$ cat config.mk
export PLATFORM = sky130hd
export DESIGN_NAME = ddr_buf_top
export DESIGN_NICKNAME = d
export VERILOG_FILES = /design/src/ddr_buf_pkg.sv /design/src/ddr_buf_regs.sv /design/src/ddr_buf_ctrl.sv /design/src/word_packer.sv /design/src/sp_ram.sv /design/src/burst_bank.sv /design/src/ddr_buf_top.sv
export SDC_FILE = /design/constraint.sdc
export NUM_CORES = 2
export LEC_CHECK = 0
export BUFFER_PORTS_ARGS = -buffer_cell sky130_fd_sc_hd__buf_2
export CAP_MARGIN = 30
export CORE_MARGIN = 10
export CORE_UTILIZATION = 46
export CTS_CLUSTER_SIZE = 28
export DETAILED_ROUTE_END_ITERATION = 6
export HOLD_SLACK_MARGIN = 0.12
export PLACE_DENSITY = 0.66
export SYNTH_ARGS = -nofsm -noshare
export SYNTH_HDL_FRONTEND = slang
export SYNTH_SLANG_ARGS = --single-unit
$ cat constraint.sdc
create_clock -name clk -period 11.5 [get_ports clk]
set_input_delay 1.725 -clock clk [delete_from_list [all_inputs] [get_ports clk]]
set_output_delay 1.725 -clock clk [all_outputs]
set_load 0.02 [all_outputs]
$ cat src/ddr_buf_pkg.sv
package ddr_buf_pkg;

  // ========================================
  // widths and sizes
  // ========================================
  localparam int DWIDTH    = 16;
  localparam int BWIDTH    = 64;
  localparam int RATE      = BWIDTH / DWIDTH;
  localparam int RATELOG   = 2;
  localparam int BURST_LEN = 8;
  localparam int BUFSIZE   = 3;
  localparam int IMGSIZE   = 16;
  localparam int LWIDTH    = 16;

  // ddr mode bit
  localparam logic DDR_READ  = 1'b0;
  localparam logic DDR_WRITE = 1'b1;

  // wishbone register map
  localparam logic [1:0] REG_BASE   = 2'd0;
  localparam logic [1:0] REG_LEN    = 2'd1;
  localparam logic [1:0] REG_CTRL   = 2'd2;
  localparam logic [1:0] REG_STATUS = 2'd3;

  // ========================================
  // types
  // ========================================
  typedef logic [DWIDTH-1:0]  word_t;
  typedef logic [BWIDTH-1:0]  beat_t;
  typedef logic [IMGSIZE-1:0] addr_t;
  typedef logic [LWIDTH-1:0]  len_t;
  typedef logic [BUFSIZE-1:0] buf_addr_t;

  typedef enum logic [1:0] {S_IDLE, S_PREF, S_WRITE} ctrl_state_t;

  // memory facing the word port
  typedef enum logic [1:0] {SEL_PREF, SEL_ALPHA, SEL_BRAVO} bank_sel_t;

  typedef struct packed {
    logic        cyc;
    logic        stb;
    logic        we;
    logic [1:0]  adr;
    logic [31:0] dat_w;
  } wb_req_t;

  typedef struct packed {
    logic        ack;
    logic [31:0] dat_r;
  } wb_rsp_t;

  typedef struct packed {
    addr_t base;
    len_t  len;
  } cfg_t;

  typedef struct packed {
    logic  we;
    addr_t addr;
    word_t wdata;
  } mem_port_t;

  typedef struct packed {
    logic  req;
    logic  mode;
    addr_t base;
    len_t  len;
  } ddr_cmd_t;

  typedef struct packed {
    logic  we;
    addr_t addr;
    beat_t wdata;
  } ddr_beat_t;

  typedef struct packed {
    bank_sel_t          sel;
    logic               pref_we;
    logic               fill_we;
    buf_addr_t          pref_addr;
    buf_addr_t          fill_addr;
    buf_addr_t          drain_addr;
    logic [RATELOG-1:0] word_sel;
  } bank_ctl_t;

endpackage

$ cat src/ddr_buf_regs.sv
module ddr_buf_regs
  import ddr_buf_pkg::*;
(
  input  logic    clk,
  input  logic    xrst,
  input  wb_req_t wb_i,
  output wb_rsp_t wb_o,
  input  logic    busy,
  output cfg_t    cfg,
  output logic    start_pref,
  output logic    start_write
);

  logic        access;
  logic        wr;
  logic        r_ack;
  logic [31:0] r_dat_r;
  addr_t       r_base;
  len_t        r_len;

  // single access, a new one only after ack has dropped
  assign access = wb_i.cyc && wb_i.stb && !r_ack;
  assign wr     = access && wb_i.we;

  always_ff @(posedge clk) begin
    if (!xrst) begin
      r_ack <= 1'b0;
    end else begin
      r_ack <= access;
    end
  end

  always_ff @(posedge clk) begin
    if (!xrst) begin
      r_base <= '0;
      r_len  <= '0;
    end else if (wr && wb_i.adr == REG_BASE) begin
      r_base <= addr_t'(wb_i.dat_w);
    end else if (wr && wb_i.adr == REG_LEN) begin
      r_len <= len_t'(wb_i.dat_w);
    end
  end

  // start pulses line up with ack
  always_ff @(posedge clk) begin
    if (!xrst) begin
      start_pref  <= 1'b0;
      start_write <= 1'b0;
    end else begin
      start_pref  <= wr && wb_i.adr == REG_CTRL && wb_i.dat_w[0] && !busy;
      start_write <= wr && wb_i.adr == REG_CTRL && wb_i.dat_w[1] && !busy;
    end
  end

  always_ff @(posedge clk) begin
    if (access && !wb_i.we) begin
      case (wb_i.adr)
        REG_BASE:   r_dat_r <= 32'(r_base);
        REG_LEN:    r_dat_r <= 32'(r_len);
        REG_STATUS: r_dat_r <= {31'd0, busy};
        default:    r_dat_r <= '0;
      endcase
    end
  end

  assign wb_o = '{ack: r_ack, dat_r: r_dat_r};
  assign cfg  = '{base: r_base, len: r_len};

endmodule

$ cat src/ddr_buf_ctrl.sv
module ddr_buf_ctrl
  import ddr_buf_pkg::*;
(
  input  logic      clk,
  input  logic      xrst,
  input  cfg_t      cfg,
  input  logic      start_pref,
  input  logic      start_write,
  input  logic      beat_valid,
  input  ddr_beat_t ddr_beat,
  output logic      busy,
  output ddr_cmd_t  ddr_cmd,
  output bank_ctl_t bank,
  input  addr_t     mem_addr
);

  ctrl_state_t        state;
  bank_sel_t          r_sel;
  ddr_cmd_t           r_cmd;
  addr_t              r_job_base;
  len_t               r_words_left;
  len_t               r_rx_cnt;
  buf_addr_t          r_fill_cnt;
  len_t               r_burst_cnt;
  logic [RATELOG-1:0] r_word_sel;
  len_t               cur_beats;
  addr_t              pref_wr_off;
  addr_t              pref_rd_off;
  addr_t              drain_off;
  logic               job_start;
  logic               pref_last;
  logic               fill_we;
  logic               burst_end;
  logic               job_done;

  // beats in the next burst, short only at the tail
  function automatic len_t burst_beats(len_t words);
    if (words >= len_t'(RATE * BURST_LEN)) begin
      return len_t'(BURST_LEN);
    end
    return words >> RATELOG;
  endfunction

  // ========================================
  // job control
  // ========================================
  assign job_start = state == S_IDLE && (start_pref || start_write);
  assign cur_beats = burst_beats(r_words_left);
  assign pref_last = state == S_PREF && ddr_beat.we && r_rx_cnt + 1 == r_cmd.len;
  assign fill_we   = state == S_WRITE && beat_valid;
  assign burst_end = fill_we && len_t'(r_fill_cnt) + 1 == cur_beats;
  // hold busy through the last write request
  assign job_done  = state == S_WRITE && r_cmd.req && r_words_left == '0;

  always_ff @(posedge clk) begin
    if (!xrst) begin
      state <= S_IDLE;
    end else begin
      case (state)
        S_IDLE: begin
          if (start_pref) begin
            state <= S_PREF;
          end else if (start_write) begin
            state <= S_WRITE;
          end
        end
        S_PREF: begin
          if (pref_last) begin
            state <= S_IDLE;
          end
        end
        S_WRITE: begin
          if (job_done) begin
            state <= S_IDLE;
          end
        end
        default: state <= S_IDLE;
      endcase
    end
  end

  always_ff @(posedge clk) begin
    if (!xrst) begin
      r_job_base   <= '0;
      r_words_left <= '0;
      r_sel        <= SEL_PREF;
    end else if (job_start) begin
      r_job_base   <= cfg.base >> RATELOG;
      r_words_left <= cfg.len;
      r_sel        <= start_pref ? SEL_PREF : SEL_ALPHA;
    end else if (burst_end) begin
      // filled memory turns to ddr, the other one takes words
      r_words_left <= r_words_left - (cur_beats << RATELOG);
      r_sel        <= (r_sel == SEL_ALPHA) ? SEL_BRAVO : SEL_ALPHA;
    end
  end

  // counters clear while idle
  always_ff @(posedge clk) begin
    if (!xrst || state == S_IDLE) begin
      r_rx_cnt    <= '0;
      r_fill_cnt  <= '0;
      r_burst_cnt <= '0;
    end else begin
      if (state == S_PREF && ddr_beat.we) begin
        r_rx_cnt <= r_rx_cnt + 1'b1;
      end
      if (burst_end) begin
        r_fill_cnt  <= '0;
        r_burst_cnt <= r_burst_cnt + 1'b1;
      end else if (fill_we) begin
        r_fill_cnt <= r_fill_cnt + 1'b1;
      end
    end
  end

  // ========================================
  // ddr command
  // ========================================
  always_ff @(posedge clk) begin
    if (!xrst) begin
      r_cmd <= '0;
    end else begin
      r_cmd.req <= 1'b0;
      if (state == S_IDLE && start_pref) begin
        r_cmd.req  <= 1'b1;
        r_cmd.mode <= DDR_READ;
        r_cmd.base <= cfg.base >> RATELOG;
        r_cmd.len  <= burst_beats(cfg.len);
      end else if (burst_end) begin
        r_cmd.req  <= 1'b1;
        r_cmd.mode <= DDR_WRITE;
        r_cmd.base <= r_job_base + addr_t'(r_burst_cnt * BURST_LEN);
        r_cmd.len  <= cur_beats;
      end
    end
  end

  assign ddr_cmd = r_cmd;
  assign busy    = state != S_IDLE;

  // ========================================
  // memory steering
  // ========================================
  assign pref_wr_off = ddr_beat.addr - r_job_base;
  assign pref_rd_off = (mem_addr >> RATELOG) - r_job_base;
  assign drain_off   = ddr_beat.addr - r_cmd.base;

  // word select lines up with the read data
  always_ff @(posedge clk) begin
    if (!xrst) begin
      r_word_sel <= '0;
    end else begin
      r_word_sel <= mem_addr[RATELOG-1:0];
    end
  end

  always_comb begin
    bank.sel        = r_sel;
    bank.pref_we    = state == S_PREF && ddr_beat.we;
    bank.fill_we    = fill_we;
    bank.pref_addr  = (state == S_PREF) ? buf_addr_t'(pref_wr_off) : buf_addr_t'(pref_rd_off);
    bank.fill_addr  = r_fill_cnt;
    bank.drain_addr = buf_addr_t'(drain_off);
    bank.word_sel   = r_word_sel;
  end

endmodule

$ cat src/word_packer.sv
module word_packer
  import ddr_buf_pkg::*;
(
  input  logic      clk,
  input  logic      xrst,
  input  mem_port_t mem,
  output logic      beat_valid,
  output beat_t     beat
);

  logic [RATELOG-1:0] r_cnt;
  beat_t              r_beat;

  // newest word enters at the top, word 0 ends in the low slice
  always_ff @(posedge clk) begin
    if (mem.we) begin
      r_beat <= {mem.wdata, r_beat[BWIDTH-1:DWIDTH]};
    end
  end

  always_ff @(posedge clk) begin
    if (!xrst) begin
      r_cnt      <= '0;
      beat_valid <= 1'b0;
    end else begin
      beat_valid <= mem.we && r_cnt == RATELOG'(RATE - 1);
      if (mem.we) begin
        r_cnt <= r_cnt + 1'b1;
      end
    end
  end

  assign beat = r_beat;

endmodule

$ cat src/sp_ram.sv
module sp_ram
  import ddr_buf_pkg::*;
(
  input  logic      clk,
  input  logic      we,
  input  buf_addr_t addr,
  input  beat_t     wdata,
  output beat_t     rdata
);

  beat_t mem [BURST_LEN];

  // read returns the old word on a write
  always_ff @(posedge clk) begin
    if (we) begin
      mem[addr] <= wdata;
    end
    rdata <= mem[addr];
  end

endmodule

$ cat src/burst_bank.sv
module burst_bank
  import ddr_buf_pkg::*;
(
  input  logic      clk,
  input  logic      xrst,
  input  bank_ctl_t bank,
  input  beat_t     beat,
  input  beat_t     ddr_wdata,
  output word_t     mem_rdata,
  output beat_t     ddr_rdata
);

  logic      alpha_we;
  logic      bravo_we;
  buf_addr_t alpha_addr;
  buf_addr_t bravo_addr;
  beat_t     pref_rdata;
  beat_t     alpha_rdata;
  beat_t     bravo_rdata;
  beat_t     word_beat;
  bank_sel_t r_sel;

  // ========================================
  // ping-pong routing
  // ========================================
  // word-port side fills, the other side drains
  assign alpha_we   = bank.fill_we && bank.sel == SEL_ALPHA;
  assign bravo_we   = bank.fill_we && bank.sel == SEL_BRAVO;
  assign alpha_addr = (bank.sel == SEL_ALPHA) ? bank.fill_addr : bank.drain_addr;
  assign bravo_addr = (bank.sel == SEL_BRAVO) ? bank.fill_addr : bank.drain_addr;

  sp_ram u_pref (
    .clk   (clk),
    .we    (bank.pref_we),
    .addr  (bank.pref_addr),
    .wdata (ddr_wdata),
    .rdata (pref_rdata)
  );

  sp_ram u_alpha (
    .clk   (clk),
    .we    (alpha_we),
    .addr  (alpha_addr),
    .wdata (beat),
    .rdata (alpha_rdata)
  );

  sp_ram u_bravo (
    .clk   (clk),
    .we    (bravo_we),
    .addr  (bravo_addr),
    .wdata (beat),
    .rdata (bravo_rdata)
  );

  // ========================================
  // read side
  // ========================================
  // data comes a cycle after the address, so the mux follows a delayed select
  always_ff @(posedge clk) begin
    if (!xrst) begin
      r_sel <= SEL_PREF;
    end else begin
      r_sel <= bank.sel;
    end
  end

  always_comb begin
    case (r_sel)
      SEL_ALPHA: begin
        word_beat = alpha_rdata;
        ddr_rdata = bravo_rdata;
      end
      SEL_BRAVO: begin
        word_beat = bravo_rdata;
        ddr_rdata = alpha_rdata;
      end
      default: begin
        word_beat = pref_rdata;
        ddr_rdata = pref_rdata;
      end
    endcase
  end

  assign mem_rdata = word_beat[bank.word_sel*DWIDTH +: DWIDTH];

endmodule

$ cat src/ddr_buf_top.sv
module ddr_buf_top
  import ddr_buf_pkg::*;
(
  input  logic      clk,
  input  logic      xrst,
  input  wb_req_t   wb_i,
  output wb_rsp_t   wb_o,
  input  mem_port_t mem,
  output word_t     mem_rdata,
  output ddr_cmd_t  ddr_cmd,
  input  ddr_beat_t ddr_beat,
  output beat_t     ddr_rdata
);

  cfg_t      cfg;
  logic      busy;
  logic      start_pref;
  logic      start_write;
  logic      beat_valid;
  beat_t     beat;
  bank_ctl_t bank;

  ddr_buf_regs u_regs (
    .clk         (clk),
    .xrst        (xrst),
    .wb_i        (wb_i),
    .wb_o        (wb_o),
    .busy        (busy),
    .cfg         (cfg),
    .start_pref  (start_pref),
    .start_write (start_write)
  );

  ddr_buf_ctrl u_ctrl (
    .clk         (clk),
    .xrst        (xrst),
    .cfg         (cfg),
    .start_pref  (start_pref),
    .start_write (start_write),
    .beat_valid  (beat_valid),
    .ddr_beat    (ddr_beat),
    .busy        (busy),
    .ddr_cmd     (ddr_cmd),
    .bank        (bank),
    .mem_addr    (mem.addr)
  );

  word_packer u_packer (
    .clk        (clk),
    .xrst       (xrst),
    .mem        (mem),
    .beat_valid (beat_valid),
    .beat       (beat)
  );

  burst_bank u_bank (
    .clk       (clk),
    .xrst      (xrst),
    .bank      (bank),
    .beat      (beat),
    .ddr_wdata (ddr_beat.wdata),
    .mem_rdata (mem_rdata),
    .ddr_rdata (ddr_rdata)
  );

endmodule

==> Flow_metrics.wiki <==
{| class="wikitable"
! Metric !! Value
|-
| Portion of the post-synthesis area used by sequential elements || 73.1%
|-
| Total power per unit cell area || 173 nW/um^2
|-
| Quantity of gates resized following cts || 0
|-
| Critical path origin || u_bank.r_sel[0]
|-
| Commonest cells after routing, fill and taps aside || sky130_fd_sc_hd__edfxtp_1, sky130_fd_sc_hd__nand2_1, sky130_fd_sc_hd__dfxtp_1, sky130_fd_sc_hd__nand3_1, sky130_fd_sc_hd__buf_2
|-
| Final instance area || 85,500 um^2
|-
| Path depth of the worst reg2reg path || 11
|-
| Top Family by Delay on Critical Path || buffers and inverters
|-
| Area occupied by registers || 55,200 um^2
|-
| Unrepaired setup endpoints after global routing || no
|-
| Top-level I/O count || 300
|-
| Flop2flop setup slack || 6.59 ns
|-
| Hpwl dp || 119,000 um
|-
| Ys Warns || 0
|-
| H-tree depth reported by CTS || 4
|-
| Cell row count || 148
|-
| Startpoint type of the worst setup path || flop
|-
| Relative max-transition margin || 25.9%
|-
| Final Hold Fails || 0
|-
| Fraction of final layout cells sized beyond drive strength 1 || 18.4%
|-
| Post-cts hold buffer count || 0
|-
| Overall Global Routing Usage || 21.8%
|-
| Final clock period utilization by the worst path || 49.3%
|-
| Maximum clock skew at final layout || 0.0298 ns
|-
| WL final || 204,000 um
|-
| Max-slew violations || 0
|-
| Area of the multi-input gates || 19,100 um^2
|-
| Via count of the routed design || 45,510
|-
| 1st-pass router iterations || 5
|-
| Max Fanout on Critical Path || 56
|-
| Die area || 181,000 um^2
|-
| Aggregate negative setup slack || 0 ns
|-
| Vias per cell || 5.86
|-
| Leading cell type in the layout, fill and taps excluded || sky130_fd_sc_hd__edfxtp_1
|-
| Result of the run || finished clean
|-
| Filler Cells Inserted || 13,128
|-
| Termination of the worst setup path || mem_rdata[1]
|-
| Area after detailed placement || 79,200 um^2
|-
| P_leak || 29.1 nW
|-
| CTS Buf Count || 187
|-
| Number of violations reported at the end of detailed-routing iteration 0 || 5,158
|-
| Share of synthesized flip-flops with an asynchronous set or reset || 0%
|-
| Total buffers and inverters traversed by the critical path || 3
|-
| Synth top area cells || sky130_fd_sc_hd__edfxtp_1, sky130_fd_sc_hd__dfxtp_1, sky130_fd_sc_hd__nand2_1, sky130_fd_sc_hd__mux4_2, sky130_fd_sc_hd__nand3_1
|-
| Via count of the first global-routing pass || 43,324
|-
| Routability congestion estimate from global placement || 0.851
|-
| Number of synthesized flops with an enable pin || 1,616
|-
| Achievable clock frequency || 176 MHz
|-
| Post-layout nets || 5,601
|-
| Critical Path End Type || output port
|-
| Post-synthesis cell count || 5,259
|-
| Global-route wire length before repair || 295,000 um
|-
| Time the final worst path needs with I/O delays and setup || 5.67 ns
|-
| Post-synthesis area per instance || 14.3 um^2
|-
| Largest net degree at the start of global routing || 197
|-
| WP data arrival || 3.95 ns
|-
| Area added between synthesis and finish || 13.3%
|-
| Overall die height || 425 um
|-
| Max stage delay on crit path || 0.60 ns
|-
| Critical path class || reg -> out
|-
| Worst supply voltage drop on vdd || 179 uV
|-
| Antenna violations before repair || 7
|-
| Reg-to-reg startpoint || u_ctrl.state[1]
|-
| Die Wd || 425 um
|-
| Num Clock Sinks || 1,948
|-
| TritonCTS clock tree || yes
|-
| Remaining antenna violation count after routing || 0
|-
| Gr ovfl total || 0
|-
| Clock-pin transition on the worst setup and hold timing paths || 0.06 ns
|-
| Ordered list of cells on the worst path || inv_1 > ha_4 > buf_4 > a22oi_1 > a21oi_1 > mux4_2 > buf_2
|-
| Measured slew at the worst slew-check pin || 1.11 ns
|-
| Number of setup buffers added after CTS || 0
|-
| Number of violations of the max-capacitance limit || 0
|-
| Netlist area before placement || 75,500 um^2
|-
| Starting density of the core || 46.3%
|-
| Crit path max-delay cell type || sky130_fd_sc_hd__buf_4
|-
| Library cell used as clock root buffer || sky130_fd_sc_hd__clkbuf_16
|-
| DRC errors left || 0
|-
| R2r endpoint || u_bank.u_pref.rdata[34]
|-
| Main flop type after synthesis || sky130_fd_sc_hd__edfxtp_1
|-
| Worst-case clock buffer depth || 3
|-
| Sum of internal, switching and leakage power || 14.8 mW
|-
| Number of gates on the worst path with buffers counted || 7
|-
| Count of unique library cells instantiated by Yosys || 75
|-
| CP required || 9.78 ns
|-
| Clock network latency to the later pin of the worst-skew pair || 0.82 ns
|-
| Hold WC Path Type || reg -> reg
|-
| Biggest area consumer among synthesized cells || sky130_fd_sc_hd__edfxtp_1
|-
| Setup-violating endpoint count in the final report || 0
|-
| Post-synthesis register bit count || 1,948
|-
| Avg WL per Cell || 26.2 um
|-
| Count of buffers inserted at the top-level ports || 241
|-
| Area fraction of the dominant cell type after synthesis || 64.3%
|-
| Std-Cell Core Area || 163,000 um^2
|}
-- cell families (layout without fill, tap and decap cells) --
family	after synthesis	after routing	synth area share (%)
xor+xnor	55	55	0.648
flops	1948	1948	73.1
other cells	2	27	0.00995
fa+ha+maj	23	23	0.411
mux	286	286	6.34
simple gates	1898	1898	10.9
compound gates	660	660	6.47
buf+inv	387	700	2.07
-- routing by layer --
metal / part of all wire, % / up-vias / wire length [um] / GRT usage, %
met5: 0.0064 / - / 13 / 0
met4: 4.4 / 2 / 8960 / 9.51
met2: 47 / 2044 / 96700 / 34.6
met1: 40 / 22989 / 81300 / 29.4
li1: - / 20118 / - / -
met3: 8.1 / 357 / 16600 / 4.03
-- worst reg2reg max path, stage by stage (launching register included) --
cell                       delay [ns]
sky130_fd_sc_hd__dfxtp_1         0.54
sky130_fd_sc_hd__nand2b_1        0.29
sky130_fd_sc_hd__mux2i_1         0.16
sky130_fd_sc_hd__ha_4            0.19
sky130_fd_sc_hd__fa_4            0.46
sky130_fd_sc_hd__xor2_1          0.35
sky130_fd_sc_hd__xnor2_4         0.22
sky130_fd_sc_hd__buf_12          0.23
sky130_fd_sc_hd__buf_4           0.79
sky130_fd_sc_hd__buf_4           0.84
sky130_fd_sc_hd__mux4_2          0.46
sky130_fd_sc_hd__mux2_2          0.27
-- Yosys cell counts (7+ instances only) --
| cell | number |
|---|---|
| sky130_fd_sc_hd__a21oi_1 | 108 |
| sky130_fd_sc_hd__a221oi_1 | 32 |
| sky130_fd_sc_hd__a22oi_1 | 112 |
| sky130_fd_sc_hd__a311oi_1 | 128 |
| sky130_fd_sc_hd__a31o_2 | 128 |
| sky130_fd_sc_hd__a31oi_1 | 7 |
| sky130_fd_sc_hd__and2_1 | 7 |
| sky130_fd_sc_hd__and3_1 | 144 |
| sky130_fd_sc_hd__buf_1 | 46 |
| sky130_fd_sc_hd__buf_2 | 16 |
| sky130_fd_sc_hd__buf_4 | 22 |
| sky130_fd_sc_hd__clkbuf_1 | 287 |
| sky130_fd_sc_hd__dfxtp_1 | 332 |
| sky130_fd_sc_hd__edfxtp_1 | 1616 |
| sky130_fd_sc_hd__ha_1 | 20 |
| sky130_fd_sc_hd__inv_1 | 15 |
| sky130_fd_sc_hd__mux2_2 | 98 |
| sky130_fd_sc_hd__mux2i_1 | 44 |
| sky130_fd_sc_hd__mux4_2 | 144 |
| sky130_fd_sc_hd__nand2_1 | 1222 |
| sky130_fd_sc_hd__nand3_1 | 293 |
| sky130_fd_sc_hd__nand4_1 | 22 |
| sky130_fd_sc_hd__nor2_1 | 107 |
| sky130_fd_sc_hd__nor2b_1 | 8 |
| sky130_fd_sc_hd__nor3_1 | 28 |
| sky130_fd_sc_hd__nor3b_1 | 8 |
| sky130_fd_sc_hd__nor4_1 | 14 |
| sky130_fd_sc_hd__o21ai_0 | 93 |
| sky130_fd_sc_hd__or3_1 | 7 |
| sky130_fd_sc_hd__xnor2_1 | 29 |
| sky130_fd_sc_hd__xor2_1 | 25 |
-- power breakdown --
group | total, mW | switching, mW | internal, mW | leakage (nW)
Sequential | 7.87 | 0.136 | 7.74 | 17.3
Combinational | 0.699 | 0.446 | 0.254 | 8.72
Clock | 6.25 | 2.65 | 3.60 | 3.03
-- state kept, by name, summed over array words and instances (netlist names), 3 cells and up --
register	cells
u_bank.u_alpha.mem	512
u_bank.u_bravo.mem	512
u_bank.u_pref.mem	512
u_bank.u_alpha.rdata	64
u_bank.u_bravo.rdata	64
u_bank.u_pref.rdata	64
u_packer.beat	64
u_ctrl.ddr_cmd	32
u_ctrl.r_rx_cnt	16
u_ctrl.r_words_left	16
u_regs.r_base	16
u_regs.r_dat_r	16
u_regs.r_len	16
u_ctrl.r_job_base	14
u_ctrl.r_burst_cnt	13
u_ctrl.r_fill_cnt	3
-- through the flow --
step | std cells | util [%] | setup WS (ns) | hold slack [ns]
after global placement | 7395 | 48.4 | 5.23 | 0.441
after CTS | 7760 | 52.4 | 5.83 | 0.452
after global routing | 7767 | 52.5 | 5.82 | 0.472
final | 7772 | 52.5 | 5.83 | 0.454
after floorplan | 5276 | - | 0.767 | 0.436
after detailed placement | 7407 | 48.6 | 5.29 | 0.448
-- final cells by class --
| type | instances | area share [%] |
|---|---|---|
| inverters | 15 | 0.0658 |
| repair buffers | 332 | 2.50 |
| flip-flops and latches | 1948 | 64.5 |
| diodes | 8 | 0.0234 |
| clock inverters | 81 | 1.16 |
| multi-input cells | 2941 | 22.4 |
| well taps | 2175 | 3.18 |
| clock buffers | 272 | 6.15 |
-- worst min-delay path by stage --
stage	start	end	slack (ns)	cells after the start
after global routing	u_ctrl.ddr_cmd[21]	u_ctrl.ddr_cmd[21]	0.47	2
after global placement	u_ctrl.ddr_cmd[23]	u_ctrl.ddr_cmd[23]	0.44	2
final	u_ctrl.ddr_cmd[23]	u_ctrl.ddr_cmd[23]	0.45	2
after floorplan	u_regs.r_base[1]	u_regs.r_base[1]	0.44	2
after CTS	u_regs.r_len[0]	u_ctrl.r_words_left[0]	0.45	2
after detailed placement	u_regs.r_base[0]	u_regs.r_base[0]	0.45	2
Power figures use the tool's default switching activity.
